`config.mk`:
```
export PLATFORM = sky130hd
export DESIGN_NAME = rob_top
export DESIGN_NICKNAME = d
export VERILOG_FILES = /design/src/rob_pkg.sv /design/src/rob_top.sv /design/src/commit_stage.sv /design/src/reorder_buffer.sv /design/src/issue_stage.sv /design/src/arch_regfile.sv
export VERILOG_INCLUDE_DIRS = /design/src
export SDC_FILE = /design/constraint.sdc
export NUM_CORES = 2
export LEC_CHECK = 0
export BUFFER_PORTS_ARGS = -buffer_cell sky130_fd_sc_hd__buf_2
export CORE_ASPECT_RATIO = 1.4
export CORE_UTILIZATION = 45
export DETAILED_ROUTE_END_ITERATION = 6
export PLACE_DENSITY = 0.58
export SLEW_MARGIN = 20
export SYNTH_ARGS = -nofsm -noshare
export SYNTH_HDL_FRONTEND = slang
export SYNTH_SLANG_ARGS = --single-unit
```
`constraint.sdc`:
```
create_clock -name clk -period 10.4 [get_ports clk]
set_clock_uncertainty 0.2 [all_clocks]
set_input_delay 2.08 -clock clk [delete_from_list [all_inputs] [get_ports clk]]
set_output_delay 2.08 -clock clk [all_outputs]
set_load 0.02 [all_outputs]
```
`src/rob_params.svh`:
```
`ifndef ROB_PARAMS_SVH
`define ROB_PARAMS_SVH

// reorder buffer geometry
// tag width has to stay log2 of the depth
`define ROB_DEPTH 16
`define ROB_TAG_W 4

// datapath
`define XLEN 32

// architectural register address, 32 registers
`define REG_ADDR_W 5

`endif
```
`src/rob_pkg.sv`:
```
`include "rob_params.svh"

package rob_pkg;

    typedef enum logic [1:0] {
        cls_alu,
        cls_branch,
        cls_jump,
        cls_store
    } instr_class_t;

    typedef struct packed {
        instr_class_t           cls;
        logic [`REG_ADDR_W-1:0] rd;
        logic [`XLEN-1:0]       pc;
        logic                   pred_taken;
    } issue_req_t;

    typedef struct packed {
        logic [`ROB_TAG_W-1:0]  tag;
        logic [`REG_ADDR_W-1:0] rd;
        logic                   writes_rd;
        logic                   is_store;
        logic                   is_ctrl;
        logic                   pred_taken;
        logic [`XLEN-1:0]       pc;
    } dispatch_t;

    typedef struct packed {
        logic [`ROB_TAG_W-1:0]  tag;
        logic [`XLEN-1:0]       data;
        logic                   taken;
        logic [`XLEN-1:0]       target;
    } exec_result_t;

    // dispatch fields without the tag, plus the result
    typedef struct packed {
        logic [`REG_ADDR_W-1:0] rd;
        logic                   writes_rd;
        logic                   is_store;
        logic                   is_ctrl;
        logic                   pred_taken;
        logic [`XLEN-1:0]       pc;
        logic [`XLEN-1:0]       data;
        logic                   taken;
        logic [`XLEN-1:0]       target;
    } rob_entry_t;

    typedef struct packed {
        logic                   store_en;
        logic [`ROB_TAG_W-1:0]  store_tag;
        logic [`XLEN-1:0]       store_data;
        logic                   flush;
        logic [`XLEN-1:0]       redirect_pc;
    } commit_out_t;

endpackage

```
`src/rob_top.sv`:
```
`include "rob_params.svh"

module rob_top (
    input  logic                   clk,
    input  logic                   rst_n,
    input  logic                   in_en,
    input  rob_pkg::issue_req_t    in_req,
    input  logic                   ex_en,
    input  rob_pkg::exec_result_t  ex_res,
    input  logic [`REG_ADDR_W-1:0] rf_raddr,
    output logic                   stall,
    output logic                   tag_en,
    output logic [`ROB_TAG_W-1:0]  tag,
    output rob_pkg::commit_out_t   cmt,
    output logic [`XLEN-1:0]       rf_rdata
);
    import rob_pkg::*;

    dispatch_t             disp;
    rob_entry_t            head;
    logic                  dispatch_en;
    logic                  rob_full;
    logic                  head_ready;
    logic                  retire;
    logic                  flush;
    logic [`ROB_TAG_W-1:0] alloc_tag;
    logic [`ROB_TAG_W-1:0] head_tag;

    // allocated tag goes out with the dispatch
    assign tag_en = dispatch_en;
    assign tag    = disp.tag;

    issue_stage u_issue (
        .clk(clk), .rst_n(rst_n), .in_en(in_en), .in_req(in_req), .rob_full(rob_full),
        .alloc_tag(alloc_tag), .flush(flush), .stall(stall), .dispatch_en(dispatch_en),
        .disp(disp)
    );

    reorder_buffer u_rob (
        .clk(clk), .rst_n(rst_n), .dispatch_en(dispatch_en), .disp(disp), .ex_en(ex_en),
        .ex_res(ex_res), .retire(retire), .flush(flush), .alloc_tag(alloc_tag),
        .rob_full(rob_full), .head_ready(head_ready), .head(head), .head_tag(head_tag)
    );

    commit_stage u_commit (
        .clk(clk), .rst_n(rst_n), .head_ready(head_ready), .head(head), .head_tag(head_tag),
        .retire(retire), .flush(flush), .cmt(cmt), .rf_raddr(rf_raddr), .rf_rdata(rf_rdata)
    );

endmodule

```
`src/commit_stage.sv`:
```
`include "rob_params.svh"

module commit_stage (
    input  logic                   clk,
    input  logic                   rst_n,
    input  logic                   head_ready,
    input  rob_pkg::rob_entry_t    head,
    input  logic [`ROB_TAG_W-1:0]  head_tag,
    output logic                   retire,
    output logic                   flush,
    output rob_pkg::commit_out_t   cmt,
    input  logic [`REG_ADDR_W-1:0] rf_raddr,
    output logic [`XLEN-1:0]       rf_rdata
);

    logic                  mispredict;
    logic                  store_retire;
    logic                  rf_we;
    logic                  store_en_q;
    logic                  flush_q;
    logic [`ROB_TAG_W-1:0] store_tag_q;
    logic [`XLEN-1:0]      store_data_q;
    logic [`XLEN-1:0]      redirect_q;

    // nothing retires while the wrong path is being cleared
    assign retire       = head_ready & ~flush_q;
    assign store_retire = retire & head.is_store;
    assign mispredict   = retire & head.is_ctrl & (head.taken != head.pred_taken);
    assign rf_we        = retire & head.writes_rd;

    always_ff @(posedge clk or negedge rst_n) begin
        if (!rst_n) begin
            store_en_q <= 1'b0;
            flush_q    <= 1'b0;
        end else begin
            store_en_q <= store_retire;
            flush_q    <= mispredict;
        end
    end

    always_ff @(posedge clk) begin
        if (store_retire) begin
            store_tag_q  <= head_tag;
            store_data_q <= head.data;
        end
        if (mispredict) begin
            // not taken falls through to the next instruction
            redirect_q <= head.taken ? head.target : head.pc + `XLEN'(4);
        end
    end

    assign flush           = flush_q;
    assign cmt.store_en    = store_en_q;
    assign cmt.store_tag   = store_tag_q;
    assign cmt.store_data  = store_data_q;
    assign cmt.flush       = flush_q;
    assign cmt.redirect_pc = redirect_q;

    arch_regfile u_regfile (
        .clk   (clk),
        .rst_n (rst_n),
        .we    (rf_we),
        .waddr (head.rd),
        .wdata (head.data),
        .raddr (rf_raddr),
        .rdata (rf_rdata)
    );

endmodule

```
`src/reorder_buffer.sv`:
```
`include "rob_params.svh"

module reorder_buffer (
    input  logic                   clk,
    input  logic                   rst_n,
    input  logic                   dispatch_en,
    input  rob_pkg::dispatch_t     disp,
    input  logic                   ex_en,
    input  rob_pkg::exec_result_t  ex_res,
    input  logic                   retire,
    input  logic                   flush,
    output logic [`ROB_TAG_W-1:0]  alloc_tag,
    output logic                   rob_full,
    output logic                   head_ready,
    output rob_pkg::rob_entry_t    head,
    output logic [`ROB_TAG_W-1:0]  head_tag
);
    import rob_pkg::*;

    localparam logic [`ROB_TAG_W:0]   FULL_MARK = (`ROB_TAG_W + 1)'(`ROB_DEPTH - 1);
    localparam logic [`ROB_TAG_W:0]   CNT_ONE   = (`ROB_TAG_W + 1)'(1);
    localparam logic [`ROB_TAG_W-1:0] PTR_ONE   = `ROB_TAG_W'(1);

    rob_entry_t            entries [`ROB_DEPTH];
    logic [`ROB_DEPTH-1:0] occupied;
    logic [`ROB_DEPTH-1:0] done;
    logic [`ROB_TAG_W-1:0] head_ptr;
    logic [`ROB_TAG_W-1:0] tail_ptr;
    logic [`ROB_TAG_W:0]   count;
    logic [`ROB_TAG_W:0]   count_next;
    logic [`ROB_TAG_W:0]   count_pending;
    logic                  complete;

    // results for empty or already finished slots are dropped
    assign complete = ex_en & occupied[ex_res.tag] & ~done[ex_res.tag];

    always_comb begin
        count_next = count;
        if (dispatch_en) begin
            count_next = count_next + CNT_ONE;
        end
        if (retire) begin
            count_next = count_next - CNT_ONE;
        end
    end

    // the entry in the issue register has to fit as well
    assign count_pending = count + {`ROB_TAG_W'(0), dispatch_en};
    assign rob_full      = (count_pending >= FULL_MARK);

    assign alloc_tag  = tail_ptr;
    assign head_tag   = head_ptr;
    assign head       = entries[head_ptr];
    assign head_ready = occupied[head_ptr] & done[head_ptr];

    always_ff @(posedge clk or negedge rst_n) begin
        if (!rst_n) begin
            occupied <= '0;
            done     <= '0;
            head_ptr <= '0;
            tail_ptr <= '0;
            count    <= '0;
        end else if (flush) begin
            // wrong path, drop everything in flight
            occupied <= '0;
            done     <= '0;
            head_ptr <= '0;
            tail_ptr <= '0;
            count    <= '0;
        end else begin
            if (dispatch_en) begin
                occupied[tail_ptr] <= 1'b1;
                done[tail_ptr]     <= 1'b0;
                tail_ptr           <= tail_ptr + PTR_ONE;
            end
            if (complete) begin
                done[ex_res.tag] <= 1'b1;
            end
            if (retire) begin
                occupied[head_ptr] <= 1'b0;
                done[head_ptr]     <= 1'b0;
                head_ptr           <= head_ptr + PTR_ONE;
            end
            count <= count_next;
        end
    end

    // entry payload
    // dispatch and completion never hit the same slot in one cycle
    always_ff @(posedge clk) begin
        if (dispatch_en) begin
            entries[tail_ptr].rd         <= disp.rd;
            entries[tail_ptr].writes_rd  <= disp.writes_rd;
            entries[tail_ptr].is_store   <= disp.is_store;
            entries[tail_ptr].is_ctrl    <= disp.is_ctrl;
            entries[tail_ptr].pred_taken <= disp.pred_taken;
            entries[tail_ptr].pc         <= disp.pc;
        end
        if (complete) begin
            entries[ex_res.tag].data   <= ex_res.data;
            entries[ex_res.tag].taken  <= ex_res.taken;
            entries[ex_res.tag].target <= ex_res.target;
        end
    end

endmodule

```
`src/issue_stage.sv`:
```
`include "rob_params.svh"

module issue_stage (
    input  logic                  clk,
    input  logic                  rst_n,
    input  logic                  in_en,
    input  rob_pkg::issue_req_t   in_req,
    input  logic                  rob_full,
    input  logic [`ROB_TAG_W-1:0] alloc_tag,
    input  logic                  flush,
    output logic                  stall,
    output logic                  dispatch_en,
    output rob_pkg::dispatch_t    disp
);
    import rob_pkg::*;

    issue_req_t req_q;
    logic       valid_q;
    logic       accept;
    logic       is_alu;
    logic       is_jump;

    // requests during stall or flush are dropped
    assign accept = in_en & ~rob_full & ~flush;
    assign stall  = rob_full;

    always_ff @(posedge clk or negedge rst_n) begin
        if (!rst_n) begin
            valid_q <= 1'b0;
        end else begin
            valid_q <= accept;
        end
    end

    always_ff @(posedge clk) begin
        if (accept) begin
            req_q <= in_req;
        end
    end

    assign is_alu  = (req_q.cls == cls_alu);
    assign is_jump = (req_q.cls == cls_jump);

    // an instruction still held during a flush is younger, drop it
    assign dispatch_en = valid_q & ~flush;

    always_comb begin
        disp.tag        = alloc_tag;
        disp.rd         = req_q.rd;
        disp.writes_rd  = (is_alu | is_jump) & (req_q.rd != '0);
        disp.is_store   = (req_q.cls == cls_store);
        disp.is_ctrl    = (req_q.cls == cls_branch) | is_jump;
        // jumps always go
        disp.pred_taken = req_q.pred_taken | is_jump;
        disp.pc         = req_q.pc;
    end

endmodule

```
`src/arch_regfile.sv`:
```
`include "rob_params.svh"

module arch_regfile (
    input  logic                   clk,
    input  logic                   rst_n,
    input  logic                   we,
    input  logic [`REG_ADDR_W-1:0] waddr,
    input  logic [`XLEN-1:0]       wdata,
    input  logic [`REG_ADDR_W-1:0] raddr,
    output logic [`XLEN-1:0]       rdata
);

    localparam int NUM_REGS = 1 << `REG_ADDR_W;

    logic [`XLEN-1:0] regs [NUM_REGS];

    // architectural state starts from zero
    always_ff @(posedge clk or negedge rst_n) begin
        if (!rst_n) begin
            for (int i = 0; i < NUM_REGS; i++) begin
                regs[i] <= '0;
            end
        end else if (we && (waddr != '0)) begin
            regs[waddr] <= wdata;
        end
    end

    // x0 is hardwired
    always_comb begin
        if (raddr == '0) begin
            rdata = '0;
        end else begin
            rdata = regs[raddr];
        end
    end

endmodule

```
==> reports/metrics.csv <==
stage,metric,value,unit
status,status,"finished, final reports clean",
timing,rsz0062_at_grt,false,
critical_path,critPathArrivalTime,5090,ps
timing,max_clock_freq,135.6,MHz
pwr,power,33.15,mW
detailed_routing,wl_per_cell,28.22,um
floorplanning,pin_count,226,
timing,hold_viol_final,0,
synth,ys_ff_latch,2876,
synth,yosysSeqAreaShare,70.53,%
timing,slew_headroom,23.51,%
detailed_routing,drt_iter0_markers,5024,
clock_network,cts_buffers,289,
timing,tightest_slew,1147,ps
global_routing,grt_remaining_overflow,0,
critical_path,required,8120,ps
floorplanning,die_w,428.9,um
synth,synthFlopType,edfxtp_1,
clock_network,clock_path_buffers,4,
layout,drive_above_1_share,23.95,%
clock_network,ctsResizeCount,0,
synth,synth.top_cells.by_count,"edfxtp_1, nand2_1, dfrtp_1",
synth,ys_types,55,
clock_network,cts_tree,done,
clock_network,clkTransAtPathRegs,60,ps
synth,syn_area,114800,um^2
timing,fin_crit_sh,70.90,%
clock_network,htreeDepth,5,
detailed_routing,wl,300400,um
layout,fin_nets,7240,
pwr,switchingPower,10.05,mW
pwr,leakagePower,46.55,nW
detailed_routing,vias_per_cell,5.782,
synth,synth_area_per_cell,16.41,um^2
synth,syn_nets,7131,
detailed_routing,ant_nets,0,
synth,synth_edf_count,1804,
synth,synth-async-reset-ratio,37.27,%
pwr,internal-power,23.10,mW
timing,final_max_slew_viol_count,0,
floorplanning,start_util,45.21,%
placement,dp_hpwl,161600,um
layout,area_delta_synth_final,12.29,%
placement,dpl_cell_area,119900,um^2
pwr,pwr-share-seq,45.3,%
pwr,combPwrFrac,24.1,%
global_routing,grt_max_degree,189,
clock_network,clock-sinks,2876,
critical_path,endpoint_kind,output port,
placement,portBuffers,225,
floorplanning,core-area,254000,um^2
pwr,swShare,30.31,%
job,drv_cap,0,
synth,yosysTopAreaCell,edfxtp_1,
global_routing,grt_pass1_vias,64050,
clock_network,hold_buffers,0,
pwr,clockPowerShare,30.6,%
global_routing,antenna_found_initial,39,
detailed_routing,vias,61540,
synth,synthDominantCellAreaShare,47.17,%
pwr,ir_drop,0.0002332,V
placement,gp_congestion,0.8038,
floorplanning,die-area,257200,um^2
synth,synth_warnings,0,
timing,post-route-min-period,7374,ps
floorplanning,rows,219,
detailed_routing,detail_route.first_pass.iterations,5,
detailed_routing,drc_errors,0,
clock_network,postCtsSetupBuffers,0,
layout,finalInstanceArea,129000,um^2
synth,yosysMostFrequentCell,edfxtp_1,
critical_path,start_kind,input pin,
timing,finalSetupViolCount,0,
pwr,powerDensity,257.0,nW/um^2
critical_path,crit_type,input pin to output port,
clock_network,clock_latency,880,ps
synth,yosys-top-cells-area,"edfxtp_1, dfrtp_1, mux4_2, o21ai_0, nand2_1",
clock_network,cts-root-buf,clkbuf_16,
critical_path,critPathMaxFanout,61,
timing,fin_setup_tns,0,ps
global_routing,grt_usage,23.50,%
hold_path,hold_class,flip-flop to flip-flop,
global_routing,grt_pass1_wl,441500,um
synth,synthCells,6997,
floorplanning,dieHeight,599.7,um
==> path summary, 6_finish.rpt <==
check,from,slack (ps),endpoint,cells past startpoint
min,u_commit.u_regfile.regs[1008],170,u_commit.u_regfile.regs[1008],0
max in group asynchronous,rst_n,6730,u_rob.head_tag[1],4
max,rf_raddr[0],3030,rf_rdata[0],7
max reg2reg,u_rob.head_tag[1],5100,u_commit.redirect_q[26],8
min in group asynchronous,rst_n,990,u_commit.u_regfile.regs[963],1
min reg2reg,u_commit.u_regfile.regs[1008],170,u_commit.u_regfile.regs[1008],0
==> metrics by stage <==
stage	setup slack, ps	instances	hold slack (ps)	utilization, %
floorplan	130.2	6997	224.6	-
global placement	2945	10130	161.4	47.17
detailed placement	2918	10130	163.2	47.18
CTS	2916	10630	175.9	50.73
global route	2759	10630	182.1	50.76
finish	3026	10640	173.1	50.77
==> sequential cells by signal (all words and copies together), names as in the netlist <==
signal / cells
u_commit.flush: 1
u_commit.redirect_q: 32
u_commit.store_data_q: 32
u_commit.store_en_q: 1
u_commit.store_tag_q: 4
u_commit.u_regfile.regs: 1024
u_issue.disp: 37
u_issue.req_q: 3
u_issue.valid_q: 1
u_rob.alloc_tag: 4
u_rob.count: 5
u_rob.done: 16
u_rob.entries: 1696
u_rob.head_tag: 4
u_rob.occupied: 16
==> worst max-delay path, stage by stage <==
cell     delay, ps
buf_8          560
buf_4          610
mux4_2         580
mux4_2         510
mux2i_1        430
nor2_1          90
buf_2          180
==> layout by cell type (no fill, tap or decap), types with 16 or more instances in the layout <==
cell type	n
buf_2	220
mux2_2	35
buf_4	146
clkinv_2	55
clkbuf_8	19
xnor2_1	22
a22oi_1	40
nor2_1	84
bufinv_16	17
o21ai_1	35
a31oi_1	16
dfrtp_1	1067
edfxtp_1	1804
nand3_4	27
o21ai_2	27
ha_1	16
o21ai_0	982
nand2_1	1113
clkbuf_1	50
o21a_1	16
clkinv_1	35
clkbuf_16	295
inv_1	49
mux4_2	795
mux2i_1	70
==> power by group through the flow <==
stage	Clock (mW)	Sequential [mW]	Combinational, mW
2_1_floorplan	0	14.9	5.59
3_3_place_gp	0	15.2	8.03
3_5_place_dp	0	15.2	8.17
4_1_cts	10.3	15.0	8.19
5_1_grt	10.7	15.2	8.75
6_report	10.1	15.0	7.99
==> layer usage <==
layer / wire length (um) / share of wire, % / global-route usage, % / up-vias
li1: - / - / - / 26770
met1: 119000 / 40 / 29.62 / 32660
met2: 157800 / 53 / 42.02 / 1626
met3: 14850 / 4.9 / 3.435 / 463
met4: 8648 / 2.9 / 7.008 / 20
met5: 119 / 0.040 / 0 / -
==> logic make-up (layout without fill, tap and decap cells) <==
logic type	count (synthesis)	after routing	synth area share, %
flip-flops	2876	2876	70.53
AND/OR/NAND/NOR	1368	1368	4.879
AO/OA/AOI/OAI	1186	1186	5.449
multiplexers	900	900	16.54
buffers and inverters	622	939	2.198
XOR/XNOR	28	28	0.2135
adder cells (fa/ha/maj)	17	17	0.1830
other	0	15	0
==> layout make-up <==
type	count	area, um^2
Antenna cell	15	37.54
Fill cell	20820	125100
Sequential cell	2876	81010
Multi-Input combinational cell	3499	31960
Inverter	55	212.7
Clock buffer	368	7861
Tap cell	3315	4148
Clock inverter	131	1155
Timing Repair Buffer	385	2561
(Power assumes the default switching activity.)
